## config.mk

```make
export PLATFORM = sky130hd
export DESIGN_NAME = uart
export DESIGN_NICKNAME = d
export VERILOG_FILES = /design/src/design/uart_regs_pkg.sv /design/src/design/uart_line_pkg.sv /design/src/design/uart_fifo.sv /design/src/design/uart_baud_gen.sv /design/src/design/uart_tx.sv /design/src/design/uart_rx.sv /design/src/design/uart.sv
export SDC_FILE = /design/constraint.sdc
export NUM_CORES = 1
export LEC_CHECK = 0
export BUFFER_PORTS_ARGS = -buffer_cell sky130_fd_sc_hd__buf_2
export CORE_UTILIZATION = 51
export DETAILED_ROUTE_END_ITERATION = 8
export HOLD_SLACK_MARGIN = 0.1
export PLACE_DENSITY = 0.75
export SYNTH_ARGS = -nofsm -noshare
export SYNTH_HDL_FRONTEND = slang
export SYNTH_HIERARCHICAL = 1
export SYNTH_SLANG_ARGS = --single-unit
```

## constraint.sdc

```tcl
create_clock -name clock -period 2.39 [get_ports clock]
set_input_delay 0.3585 -clock clock [delete_from_list [all_inputs] [get_ports clock]]
set_output_delay 0.3585 -clock clock [all_outputs]
set_load 0.01 [all_outputs]
```

## src/design/uart_regs_pkg.sv

```systemverilog
// Register slots, status bit positions, control field layouts and control structs
`default_nettype none

package uart_regs_pkg;

  // Register slots, decoded from addr[4:2]; slot 7 reads zero
  typedef enum logic [2:0] {
    TXDATA = 3'd0,
    RXDATA = 3'd1,
    TXCTRL = 3'd2,
    RXCTRL = 3'd3,
    IE     = 3'd4,
    IP     = 3'd5,
    DIV    = 3'd6
  } reg_index_t;

  // Status flags in the data words
  localparam int FULL_BIT  = 31;
  localparam int EMPTY_BIT = 31;
  localparam int FERR_BIT  = 30;

  // Control word fields
  localparam int EN_BIT    = 0;
  localparam int NSTOP_BIT = 1;
  localparam int WM_LSB    = 16;
  localparam int WM_MSB    = 18;

  localparam int DIV_WIDTH = 16;

  typedef struct packed {
    logic [2:0] watermark;
    logic       two_stop;
    logic       enable;
  } tx_ctrl_t;

  typedef struct packed {
    logic [2:0] watermark;
    logic       enable;
  } rx_ctrl_t;

  // Layout shared by IE and IP, txwm in bit 0
  typedef struct packed {
    logic rxwm;
    logic txwm;
  } irq_bits_t;

endpackage

`default_nettype wire

```

## src/design/uart_line_pkg.sv

```systemverilog
// Serial frame constants and line-side payload and config types
`default_nettype none

package uart_line_pkg;

  localparam int DATA_BITS  = 8;
  localparam int OVERSAMPLE = 16;

  // Transmit FIFO payload
  typedef logic [DATA_BITS-1:0] tx_byte_t;

  // Line setup shared by both serial engines
  typedef struct packed {
    logic two_stop;
    logic enable;
  } line_cfg_t;

  // Receive FIFO payload
  typedef struct packed {
    logic                 ferr;
    logic [DATA_BITS-1:0] data;
  } rx_frame_t;

endpackage

`default_nettype wire

```

## src/design/uart_fifo.sv

```systemverilog
// Show-ahead circular FIFO with occupancy count and watermark compares
`timescale 1ns/1ps
`default_nettype none

module uart_fifo #(
  parameter type payload_t = logic [7:0],
  parameter int  DEPTH     = 8
) (
  input  logic       clock,
  input  logic       reset,
  input  logic       push,
  input  payload_t   push_data,
  input  logic       pop,
  input  logic [2:0] watermark,
  output payload_t   head,
  output logic       empty,
  output logic       full,
  output logic       below_mark,
  output logic       above_mark
);

  localparam int PTR_W = $clog2(DEPTH);
  localparam int CNT_W = $clog2(DEPTH + 1);

  payload_t         mem [DEPTH];
  logic [PTR_W-1:0] rd_ptr;
  logic [PTR_W-1:0] wr_ptr;
  logic [CNT_W-1:0] count;

  function automatic logic [PTR_W-1:0] next_ptr(input logic [PTR_W-1:0] ptr);
    return (ptr == PTR_W'(DEPTH - 1)) ? '0 : ptr + 1'b1;
  endfunction

  always_ff @(posedge clock) begin
    if (push) begin
      mem[wr_ptr] <= push_data;
    end
  end

  always_ff @(posedge clock or posedge reset) begin
    if (reset) begin
      rd_ptr <= '0;
      wr_ptr <= '0;
      count  <= '0;
    end else begin
      if (push) wr_ptr <= next_ptr(wr_ptr);
      if (pop) rd_ptr <= next_ptr(rd_ptr);
      case ({push, pop})
        2'b10:   count <= count + 1'b1;
        2'b01:   count <= count - 1'b1;
        default: count <= count;
      endcase
    end
  end

  // Head shows the oldest entry without a pop
  assign head       = mem[rd_ptr];
  assign empty      = (count == '0);
  assign full       = (count == CNT_W'(DEPTH));
  assign below_mark = (count < CNT_W'(watermark));
  assign above_mark = (count > CNT_W'(watermark));

  no_push_when_full: assert property (@(posedge clock) disable iff (reset) full |-> !push)
    else $error("uart_fifo: push while full");
  no_pop_when_empty: assert property (@(posedge clock) disable iff (reset) empty |-> !pop)
    else $error("uart_fifo: pop while empty");

endmodule

`default_nettype wire

```

## src/design/uart_baud_gen.sv

```systemverilog
// Baud generator for transmit bit ticks and 16x receive sample ticks
`timescale 1ns/1ps
`default_nettype none

module uart_baud_gen #(
  parameter int DIV_RESET = 85
) (
  input  logic                                clock,
  input  logic                                reset,
  input  logic [uart_regs_pkg::DIV_WIDTH-1:0] div,
  output logic                                bit_tick,
  output logic                                sample_tick
);

  localparam int DIV_W    = uart_regs_pkg::DIV_WIDTH;
  localparam int SHIFT    = $clog2(uart_line_pkg::OVERSAMPLE);
  localparam int SAMPLE_W = DIV_W - SHIFT;

  logic [DIV_W-1:0]    bit_cnt;
  logic [SAMPLE_W-1:0] sample_cnt;
  logic [SAMPLE_W-1:0] sample_div;

  // Sample period is the bit period over the oversampling rate
  assign sample_div  = div[DIV_W-1:SHIFT];
  assign bit_tick    = (bit_cnt == '0);
  assign sample_tick = (sample_cnt == '0);

  // Down counters reload from the divisor on their tick
  always_ff @(posedge clock or posedge reset) begin
    if (reset) begin
      bit_cnt    <= DIV_W'(DIV_RESET);
      sample_cnt <= SAMPLE_W'(DIV_RESET >> SHIFT);
    end else begin
      bit_cnt    <= bit_tick ? div : bit_cnt - 1'b1;
      sample_cnt <= sample_tick ? sample_div : sample_cnt - 1'b1;
    end
  end

endmodule

`default_nettype wire

```

## src/design/uart_tx.sv

```systemverilog
// Start, data and stop bit serializer loaded from the transmit FIFO
`timescale 1ns/1ps
`default_nettype none

module uart_tx (
  input  logic                      clock,
  input  logic                      reset,
  input  uart_line_pkg::line_cfg_t  cfg,
  input  logic                      bit_tick,
  input  logic                      load,
  input  uart_line_pkg::tx_byte_t   data,
  output logic                      tx_ready,
  output logic                      txd
);

  localparam int DATA_BITS = uart_line_pkg::DATA_BITS;
  localparam int CNT_W     = $clog2(DATA_BITS);

  typedef enum logic [1:0] {TX_IDLE, TX_START, TX_DATA, TX_STOP} tx_state_t;

  tx_state_t               state;
  uart_line_pkg::tx_byte_t shift;
  logic [CNT_W-1:0]        count;
  logic [CNT_W-1:0]        last_stop;

  assign tx_ready  = (state == TX_IDLE) && cfg.enable;
  assign last_stop = cfg.two_stop ? CNT_W'(2) : CNT_W'(1);

  always_ff @(posedge clock) begin
    if (load) begin
      shift <= data;
    end else if (bit_tick && state == TX_DATA) begin
      shift <= shift >> 1;
    end
  end

  // Every line change happens on a bit tick
  always_ff @(posedge clock or posedge reset) begin
    if (reset) begin
      state <= TX_IDLE;
      count <= '0;
      txd   <= 1'b1;
    end else begin
      case (state)
        TX_IDLE: if (load) state <= TX_START;
        TX_START: if (bit_tick) begin
          txd   <= 1'b0;
          count <= '0;
          state <= TX_DATA;
        end
        TX_DATA: if (bit_tick) begin
          txd   <= shift[0];
          count <= count + 1'b1;
          if (count == CNT_W'(DATA_BITS - 1)) state <= TX_STOP;
        end
        default: if (bit_tick) begin
          // Count 0 starts the first stop bit, leave after the last one
          txd   <= 1'b1;
          count <= count + 1'b1;
          if (count == last_stop) state <= TX_IDLE;
        end
      endcase
    end
  end

  load_when_ready: assert property (@(posedge clock) disable iff (reset) load |-> tx_ready)
    else $error("uart_tx: load while not ready");

endmodule

`default_nettype wire

```

## src/design/uart_rx.sv

```systemverilog
// Oversampling deserializer with start-bit qualification and stop-bit check
`timescale 1ns/1ps
`default_nettype none

module uart_rx (
  input  logic                      clock,
  input  logic                      reset,
  input  uart_line_pkg::line_cfg_t  cfg,
  input  logic                      sample_tick,
  input  logic                      rxd,
  output logic                      rx_valid,
  output uart_line_pkg::rx_frame_t  frame
);

  localparam int DATA_BITS  = uart_line_pkg::DATA_BITS;
  localparam int OVERSAMPLE = uart_line_pkg::OVERSAMPLE;
  localparam int SAMP_W     = $clog2(OVERSAMPLE);
  localparam int BIT_W      = $clog2(DATA_BITS);

  typedef enum logic [1:0] {RX_IDLE, RX_START, RX_DATA, RX_STOP} rx_state_t;

  rx_state_t            state;
  logic                 rxd_meta;
  logic                 rxd_sync;
  logic                 line_prev;
  logic [SAMP_W-1:0]    samp;
  logic [BIT_W-1:0]     bit_cnt;
  logic [DATA_BITS-1:0] shift;
  logic                 mid_start;
  logic                 mid_bit;

  // Half a bit after the edge, then one full bit per later sample point
  assign mid_start = (samp == SAMP_W'(OVERSAMPLE / 2 - 1));
  assign mid_bit   = (samp == SAMP_W'(OVERSAMPLE - 1));

  always_ff @(posedge clock or posedge reset) begin
    if (reset) begin
      rxd_meta <= 1'b1;
      rxd_sync <= 1'b1;
    end else begin
      rxd_meta <= rxd;
      rxd_sync <= rxd_meta;
    end
  end

  always_ff @(posedge clock) begin
    if (sample_tick && state == RX_DATA && mid_bit) begin
      shift <= {rxd_sync, shift[DATA_BITS-1:1]};
    end
    if (sample_tick && state == RX_STOP && mid_bit) begin
      frame <= '{ferr: !rxd_sync, data: shift};
    end
  end

  always_ff @(posedge clock or posedge reset) begin
    if (reset) begin
      state     <= RX_IDLE;
      samp      <= '0;
      bit_cnt   <= '0;
      line_prev <= 1'b1;
      rx_valid  <= 1'b0;
    end else begin
      rx_valid <= 1'b0;
      if (sample_tick) begin
        line_prev <= rxd_sync;
        samp      <= samp + 1'b1;
      end
      if (!cfg.enable) begin
        state <= RX_IDLE;
      end else if (sample_tick) begin
        case (state)
          RX_IDLE: if (line_prev && !rxd_sync) begin
            samp  <= '0;
            state <= RX_START;
          end
          RX_START: if (mid_start) begin
            // A glitch that is high again by now is not a start bit
            samp    <= '0;
            bit_cnt <= '0;
            state   <= rxd_sync ? RX_IDLE : RX_DATA;
          end
          RX_DATA: if (mid_bit) begin
            bit_cnt <= bit_cnt + 1'b1;
            if (bit_cnt == BIT_W'(DATA_BITS - 1)) state <= RX_STOP;
          end
          default: if (mid_bit) begin
            rx_valid <= 1'b1;
            state    <= RX_IDLE;
          end
        endcase
      end
    end
  end

endmodule

`default_nettype wire

```

## src/design/uart.sv

```systemverilog
// UART top with bus sequencer, register file, read mux, interrupt logic and instances
`timescale 1ns/1ps
`default_nettype none

module uart #(
  parameter int CLOCK_FREQ_HZ = 10_000_000,
  parameter int BAUD_RATE     = 115_200,
  parameter int FIFO_DEPTH    = 8
) (
  input  logic        clock,
  input  logic        reset,
  input  logic        rd_en,
  input  logic        wr_en,
  input  logic [4:0]  addr,
  input  logic [31:0] wr_data,
  input  logic        rxd,
  output logic [31:0] rd_data,
  output logic        busy,
  output logic        irq,
  output logic        txd
);

  localparam int DIV_RESET = CLOCK_FREQ_HZ / BAUD_RATE - 1;
  localparam int DIV_W     = uart_regs_pkg::DIV_WIDTH;
  localparam int DATA_BITS = uart_line_pkg::DATA_BITS;

  typedef enum logic [1:0] {SEQ_IDLE, SEQ_ACCESS, SEQ_RECOVER} seq_state_t;

  typedef struct packed {
    logic                      is_read;
    uart_regs_pkg::reg_index_t slot;
    logic [31:0]               data;
  } bus_req_t;

  seq_state_t                seq_state;
  bus_req_t                  req;
  logic                      do_read;
  logic                      do_write;
  logic [31:0]               read_word;

  uart_regs_pkg::tx_ctrl_t   tx_ctrl;
  uart_regs_pkg::rx_ctrl_t   rx_ctrl;
  uart_regs_pkg::irq_bits_t  ie;
  uart_regs_pkg::irq_bits_t  ip;
  logic [DIV_W-1:0]          div;

  logic                      bit_tick;
  logic                      sample_tick;
  uart_line_pkg::line_cfg_t  tx_cfg;
  uart_line_pkg::line_cfg_t  rx_cfg;

  logic                      tx_push;
  logic                      tx_load;
  logic                      tx_ready;
  logic                      tx_empty;
  logic                      tx_full;
  logic                      tx_below;
  uart_line_pkg::tx_byte_t   tx_head;

  logic                      rx_valid;
  logic                      rx_push;
  logic                      rx_pop;
  logic                      rx_empty;
  logic                      rx_full;
  logic                      rx_above;
  uart_line_pkg::rx_frame_t  rx_frame;
  uart_line_pkg::rx_frame_t  rx_head;

  // Bus sequencer, a request is taken only while idle
  always_ff @(posedge clock or posedge reset) begin
    if (reset) begin
      seq_state <= SEQ_IDLE;
    end else begin
      case (seq_state)
        SEQ_IDLE:   if (rd_en || wr_en) seq_state <= SEQ_ACCESS;
        SEQ_ACCESS: seq_state <= SEQ_RECOVER;
        default:    seq_state <= SEQ_IDLE;
      endcase
    end
  end

  // Read wins over write
  always_ff @(posedge clock) begin
    if (seq_state == SEQ_IDLE && (rd_en || wr_en)) begin
      req.is_read <= rd_en;
      req.slot    <= uart_regs_pkg::reg_index_t'(addr[4:2]);
      req.data    <= wr_data;
    end
  end

  assign busy     = (seq_state != SEQ_IDLE);
  assign do_read  = (seq_state == SEQ_ACCESS) && req.is_read;
  assign do_write = (seq_state == SEQ_ACCESS) && !req.is_read;

  always_ff @(posedge clock or posedge reset) begin
    if (reset) begin
      tx_ctrl <= '0;
      rx_ctrl <= '0;
      ie      <= '0;
      div     <= DIV_W'(DIV_RESET);
    end else if (do_write) begin
      case (req.slot)
        uart_regs_pkg::TXCTRL: begin
          tx_ctrl.enable    <= req.data[uart_regs_pkg::EN_BIT];
          tx_ctrl.two_stop  <= req.data[uart_regs_pkg::NSTOP_BIT];
          tx_ctrl.watermark <= req.data[uart_regs_pkg::WM_MSB:uart_regs_pkg::WM_LSB];
        end
        uart_regs_pkg::RXCTRL: begin
          rx_ctrl.enable    <= req.data[uart_regs_pkg::EN_BIT];
          rx_ctrl.watermark <= req.data[uart_regs_pkg::WM_MSB:uart_regs_pkg::WM_LSB];
        end
        uart_regs_pkg::IE:  ie  <= req.data[1:0];
        uart_regs_pkg::DIV: div <= req.data[DIV_W-1:0];
        default: ;
      endcase
    end
  end

  // Read mux, undefined bits and slot 7 stay zero
  always_comb begin
    read_word = '0;
    case (req.slot)
      uart_regs_pkg::TXDATA: read_word[uart_regs_pkg::FULL_BIT] = tx_full;
      uart_regs_pkg::RXDATA: begin
        read_word[uart_regs_pkg::EMPTY_BIT] = rx_empty;
        if (!rx_empty) begin
          read_word[uart_regs_pkg::FERR_BIT] = rx_head.ferr;
          read_word[DATA_BITS-1:0]           = rx_head.data;
        end
      end
      uart_regs_pkg::TXCTRL: begin
        read_word[uart_regs_pkg::EN_BIT]                       = tx_ctrl.enable;
        read_word[uart_regs_pkg::NSTOP_BIT]                    = tx_ctrl.two_stop;
        read_word[uart_regs_pkg::WM_MSB:uart_regs_pkg::WM_LSB] = tx_ctrl.watermark;
      end
      uart_regs_pkg::RXCTRL: begin
        read_word[uart_regs_pkg::EN_BIT]                       = rx_ctrl.enable;
        read_word[uart_regs_pkg::WM_MSB:uart_regs_pkg::WM_LSB] = rx_ctrl.watermark;
      end
      uart_regs_pkg::IE:  read_word[1:0]       = ie;
      uart_regs_pkg::IP:  read_word[1:0]       = ip;
      uart_regs_pkg::DIV: read_word[DIV_W-1:0] = div;
      default: ;
    endcase
  end

  // Read data holds until the next read
  always_ff @(posedge clock or posedge reset) begin
    if (reset) begin
      rd_data <= '0;
      irq     <= 1'b0;
    end else begin
      if (do_read) rd_data <= read_word;
      irq <= |ip;
    end
  end

  assign ip = '{rxwm: rx_above && ie.rxwm, txwm: tx_below && ie.txwm};

  // Bytes to a full FIFO and frames into a full FIFO are dropped
  assign tx_push = do_write && (req.slot == uart_regs_pkg::TXDATA) && !tx_full;
  assign tx_load = tx_ready && !tx_empty;
  assign rx_pop  = do_read && (req.slot == uart_regs_pkg::RXDATA) && !rx_empty;
  assign rx_push = rx_valid && !rx_full;

  assign tx_cfg = '{two_stop: tx_ctrl.two_stop, enable: tx_ctrl.enable};
  assign rx_cfg = '{two_stop: tx_ctrl.two_stop, enable: rx_ctrl.enable};

  uart_baud_gen #(.DIV_RESET(DIV_RESET)) baud_gen_inst (
    .clock(clock), .reset(reset), .div(div),
    .bit_tick(bit_tick), .sample_tick(sample_tick)
  );

  uart_fifo #(.payload_t(uart_line_pkg::tx_byte_t), .DEPTH(FIFO_DEPTH)) tx_fifo_inst (
    .clock(clock), .reset(reset),
    .push(tx_push), .push_data(req.data[DATA_BITS-1:0]),
    .pop(tx_load), .watermark(tx_ctrl.watermark),
    .head(tx_head), .empty(tx_empty), .full(tx_full),
    .below_mark(tx_below), .above_mark()
  );

  uart_fifo #(.payload_t(uart_line_pkg::rx_frame_t), .DEPTH(FIFO_DEPTH)) rx_fifo_inst (
    .clock(clock), .reset(reset),
    .push(rx_push), .push_data(rx_frame),
    .pop(rx_pop), .watermark(rx_ctrl.watermark),
    .head(rx_head), .empty(rx_empty), .full(rx_full),
    .below_mark(), .above_mark(rx_above)
  );

  uart_tx tx_inst (
    .clock(clock), .reset(reset), .cfg(tx_cfg), .bit_tick(bit_tick),
    .load(tx_load), .data(tx_head), .tx_ready(tx_ready), .txd(txd)
  );

  uart_rx rx_inst (
    .clock(clock), .reset(reset), .cfg(rx_cfg), .sample_tick(sample_tick),
    .rxd(rxd), .rx_valid(rx_valid), .frame(rx_frame)
  );

  busy_two_cycles: assert property (@(posedge clock) disable iff (reset) busy [*2] |=> !busy)
    else $error("uart: busy held longer than two cycles");

endmodule

`default_nettype wire

```

After elaboration in Yosys (flattened, before gate mapping) --
Memories as Yosys holds them, arrays and structs flattened. Cells that the tools add are included.
Word-level totals: flip-flop bits (word level) 166, latch bits 0, memory bits (read-only) 0, output and inout port bits 35, memory bits (writable) 136, input port bits 42, memories 2, word-level logic and storage cells 206
Cells by class: divide/modulo/power cells 0, equal/unequal tests 40, magnitude comparators 2, multiplexer cells 62, reductions and logical operators 50, shifts and indexed selects 0, multipliers 0, bitwise operators 1, $add $sub $neg 13
Memories:
- rx_fifo_inst.mem | words 8, width 9, read ports 1, clocked after Yosys merged registers in 0, write ports 1, line uart_fifo.sv:25 | payload_t mem [DEPTH];
- tx_fifo_inst.mem | words 8, width 8, read ports 1, clocked after Yosys merged registers in 0, write ports 1, line uart_fifo.sv:25
Operators by type and width (count):
- 2-to-1 mux 2 bit | 16
- 2-to-1 mux 8 bit | 4
- equality test 3 bit (second input constant) | 9
- 2-to-1 mux 3 bit | 8
- case mux 4 bit (2 select lines) | 3
- 2-to-1 mux 4 bit | 5
- adder 3 x 1 -> 3 bit (second input constant) | 6
- logical AND 1 bit | 18
- case mux 3 bit (2 select lines) | 3
- logical NOT 16 bit | 1
- 2-to-1 mux 16 bit | 1
- subtractor 16 x 1 -> 16 bit (second input constant) | 1
- 2-to-1 mux 1 bit | 13
- adder 4 x 1 -> 4 bit (second input constant) | 3
- equality test 4 bit (second input constant) | 3
- logical NOT 12 bit | 1
- 2-to-1 mux 12 bit | 1
- case mux 2 bit (3 select lines) | 2
- case mux 6 bit (2 select lines) | 1
- AND reduction 6 bit | 2
- nonzero test 2 bit | 6
- subtractor 12 x 1 -> 12 bit (second input constant) | 1
- equality test 2 x 1 -> 1 bit (second input constant) | 5
- equality test 2 bit (second input constant) | 5
- 28 further kinds | 50

Logic depth before layout (Yosys ltp) --
depth in word-level cells 6, depth in mapped cells 12, depth with buffers taken out 12

Hierarchy --
Netlist, hierarchy kept.
By module, submodules not included:
- uart_fifo (rx_fifo_inst) | area an instance 3454.6 µm², cells an instance 176, times used 1
- uart_fifo (tx_fifo_inst) | area an instance 3146.8 µm², cells an instance 163, times used 1
- uart | area an instance 3004.1 µm², cells an instance 208, times used 1
- uart_baud_gen | area an instance 1606.5 µm², cells an instance 156, times used 1
- uart_rx | area an instance 1302.5 µm², cells an instance 95, times used 1
- uart_tx | area an instance 759.5 µm², cells an instance 61, times used 1

Least setup slack after synthesis --
Ideal clock, no wire load.
kind register -> register, start register baud_gen_inst.sample_cnt[1], end register rx_inst/frame[0] (netlist bit), enable pin, cell stages (with the launch flop) 9, period minus slack after synthesis 2.627 ns, arrival time 2.289 ns, library setup time 0.338 ns, path buffers 3, path slack -0.237 ns, data required time 2.052 ns, cells stage by stage dfrtp_1 inv_1 ha_1 or4b_1 clkbuf_2 nor4_4 buf_6 buf_1 and3_1
Between the ends: cells in the longest elaborated chain, start to end 3
Ends and longest elaborated chain:
- start: declaration | line uart_baud_gen.sv:20 | logic [SAMPLE_W-1:0] sample_cnt;
- start signal: assignment | line uart_baud_gen.sv:32 | sample_cnt <= SAMPLE_W'(DIV_RESET >> SHIFT);
- start signal: assignment | line uart_baud_gen.sv:35 | sample_cnt <= sample_tick ? sample_div : sample_cnt - 1'b1;
- logical NOT 12 bit | line uart_baud_gen.sv:26 | assign sample_tick = (sample_cnt == '0);
- net sample_tick | line uart.sv:48 | logic sample_tick;
- logical AND 1 bit (2 in series) | line uart_rx.sv:50 | if (sample_tick && state == RX_STOP && mid_bit) begin
- end signal: assignment | line uart_rx.sv:51 | frame <= '{ferr: !rxd_sync, data: shift};
- end: declaration | line uart_rx.sv:12 | output uart_line_pkg::rx_frame_t frame
The timed path passes the listed nets, and every way through them passes these cells. A chain may end at the register's enable or synchronous reset.

Worst setup path in the final report --
start register baud_gen_inst.bit_cnt[1], end register tx_inst.state[1]
Between the ends: cells in the longest elaborated chain, start to end 3
Ends and longest elaborated chain:
- start: declaration | line uart_baud_gen.sv:19 | logic [DIV_W-1:0] bit_cnt;
- start signal: assignment | line uart_baud_gen.sv:31 | bit_cnt <= DIV_W'(DIV_RESET);
- start signal: assignment | line uart_baud_gen.sv:34 | bit_cnt <= bit_tick ? div : bit_cnt - 1'b1;
- logical NOT 16 bit * | line uart_baud_gen.sv:25 | assign bit_tick = (bit_cnt == '0);
- net bit_tick | line uart.sv:47 | logic bit_tick;
- inequality test 2 bit (no line) / nonzero test 2 bit (equally long branches)
- AND reduction 6 bit (no line) *
- end signal: assignment | line uart_tx.sv:40 | state <= TX_IDLE;
- end signal: assignment | line uart_tx.sv:45 | TX_IDLE: if (load) state <= TX_START;
- end signal: assignment | line uart_tx.sv:49 | state <= TX_DATA;
- end: declaration | line uart_tx.sv:21 | tx_state_t state;
Mark *: on every way through the listed nets, which the timed path passes. The rest lies on a longest branch.

==> impl_results.md <==
* Static leakage at around 6 nW
* Post-DP HPWL at between 15000 and 20000 µm
* Max Freq at about 430 MHz
* Post-DP Area at 0.01407 mm²
* Design Area, Final at roughly 0.015 mm²
* Switching portion of total power at slightly below 30%
* Startpoint types: flop
* Die Ht at 163.3 µm
* CTS H-tree lvls at 1
* Critical path required time at ~2.8 ns
* Core Box Area at 0.02533 mm²
* Global placer's final weighted congestion at just over 0.8
* CTS Buffer Depth at 3
* Routed vias/inst at 5.545
* Share of layout cells above drive strength 1 at between 20% and 30%
* Proportion of power drawn by the clock network at a little under a third
* Die X at between 150 and 200 µm
* Worst-path clk slew at 0.06 ns
* Worst Tran Pin Value at approximately 1.0 ns
* Sw power at 4.693 mW
* Cell area after synthesis at ~0.013 mm²
* Clk root buf: clkbuf_16
* Worst-path cell chain: inv_1 > ha_1 > nor4b_1 > nand2_1 > nor3_4 > a21boi_0 > a2111oi_4 > mux2_4
* Final Hold Viols at 0
* Endpoint type of the worst setup path: flop
* Status: finished, final reports clean
* Routed via count at ~7400
* CP max FO at 4
* Total grt overflow at 0
* Layout area overhead at 16.40%
* RSZ-0062 raised after global routing: yes
* Latest clock arrival within the worst-skew pair at about 0.56 ns
* Core Rows at between 50 and 60
* Syn. warnings at 6
* Cells after Synth at approximately 860
* Post-route worst setup slack at about 0.064 ns
* Vias in the first global route at 7531
* # nets final at approximately 1100
* Period utilization at between 90 and 100%
* Initial DRT Pass Iterations at 5
* Final core utilization at 60.97%
* Minimum clock period at 2.326 ns
* Largest net degree at the start of global routing at 30
* Mean post-synth cell area at 15.46 µm²
* PnR Total Power at around 16 mW
* Worst EP arrival at roughly 2.8 ns
* GRT Total Usage at around a fifth
* Place WS at about 0.0088 ns
* Slew Viols, Final at 0
* Max stage delay on crit path at between 0.4 and 0.5 ns
* Final setup viols at 0
* Final ANT Viol Nets at 0
* Initial core utilization at ~52%
* Initial antenna violation count at 0
* Die area at 0.02666 mm²
* Drt initial violations at around 470
* Pwr per Cell Area at around 1000 mW/mm²
* Drt drc at 0
* Seq pwr share at a little under half
* WL final at approximately 25000 µm
* IO Port Bufs at 50
* CP max-delay cell: dfrtp_1
* IO Pins at 77
* Skew final at around 0.014 ns
* First-pass GRT wire length at approximately 40000 µm
* ANT cells at 0
* HP Class: flop to flop
* CTS Buf Count at 31
* Internal power at 11.40 mW
* Clk sinks at 302
* Peak VDD IR at 636.4 µV
* Max capacitance violation total at 0
* CTS tree: done
* Combinational Power Share at between 20% and 30%
* Slew Limit Headroom at between 30% and 40%
* WS Path Type: flop to flop
* Wire length per cell at 19.00 µm
[metrics by stage]
step	hold WS [ns]	TNS, ns	cells
floorplan	0.1487	0	868
global placement	0.3473	0	1253
detailed placement	0.3494	0	1253
CTS	0.3522	0	1337
global route	0.3547	-0.07970	1339
finish	0.3530	0	1339
[flip-flops by register name (all words and copies together), names as in the netlist, 4 cells and up, named ones only]
name / count
baud_gen_inst/bit_cnt: 16
baud_gen_inst/sample_cnt: 12
div: 16
rd_data: 21
req: 23
rx_fifo_inst/count: 4
rx_fifo_inst/mem: 72
rx_inst/frame: 9
rx_inst/shift: 8
tx_fifo_inst/count: 4
tx_fifo_inst/mem: 64
tx_inst/shift: 8
[cells in the final DEF, fill, tap and decap left out, drive strengths merged, types with 20 or more instances in the layout]
master	n
buf	98
clkbuf	39
dfrtp	104
dlygate4sd3	26
edfxtp	184
ha	38
inv	40
mux2	73
mux4	34
nand2	64
nor2	36
nor3	20
o21ai	27
[power groups by stage]
stage | Sequential, mW | Clock, mW | Combinational (mW)
floorplan | 7.34 | 0 | 2.68
global placement | 7.63 | 0 | 3.45
detailed placement | 7.65 | 0 | 3.59
CTS | 7.57 | 4.97 | 3.65
global route | 7.70 | 5.17 | 3.99
finish | 7.57 | 4.88 | 3.64
[final cells by class]
type,instances,area (µm²)
Fill cell,1793,9886
Sequential cell,302,8497
Multi-Input combinational cell,486,4420
Timing Repair Buffer,124,920.9
Clock buffer,39,835.8
Tap cell,330,412.9
Clock inverter,19,207.7
Inverter,39,146.4
[timing repair]
| action | CTS | global route |
|---|---|---|
| hold buffers | 26 | 0 |
| resized for setup | 3 | 11 |
| endpoints found under the setup margin | 17 | 67 |
| buffers inserted | 0 | 2 |
| endpoints found under the hold margin | 86 | 0 |
| pin swaps | 0 | 3 |
[layer usage]
metal | global-route usage [%] | vias to the layer above | wire length [µm]
met2 | 33.53 | 151 | 12830
met1 | 25.90 | 3755 | 10930
met4 | 5.862 | 0 | 557
met3 | 2.768 | 41 | 1124
met5 | 0 | - | 0
li1 | - | 3478 | -
[final timing paths]
path,startpoint,endpoint,slack (ns),cells past startpoint
setup / recovery,baud_gen_inst/bit_cnt[1],tx_inst/state[1],0.06,8
hold / removal,rx_inst/rxd_meta,rx_inst/rxd_sync,0.35,0
setup reg to reg,baud_gen_inst/bit_cnt[1],tx_inst/state[1],0.06,8
hold reg to reg,rx_inst/rxd_meta,rx_inst/rxd_sync,0.35,0
max in group asynchronous,reset,div[4],1.26,4
min in group asynchronous,reset,tx_inst/state[0],0.41,3
[worst max-delay path: cells and delay by family (launching register included)]
family / cells / cell delay (ns)
buffers and inverters: 1 / 0.09
DFF: 1 / 0.41
adders and majority gates: 1 / 0.15
muxes: 1 / 0.33
and+or+nand+nor: 3 / 0.74
AOI/OAI and AO/OA: 2 / 0.50
Power figures use the tool's default switching activity.
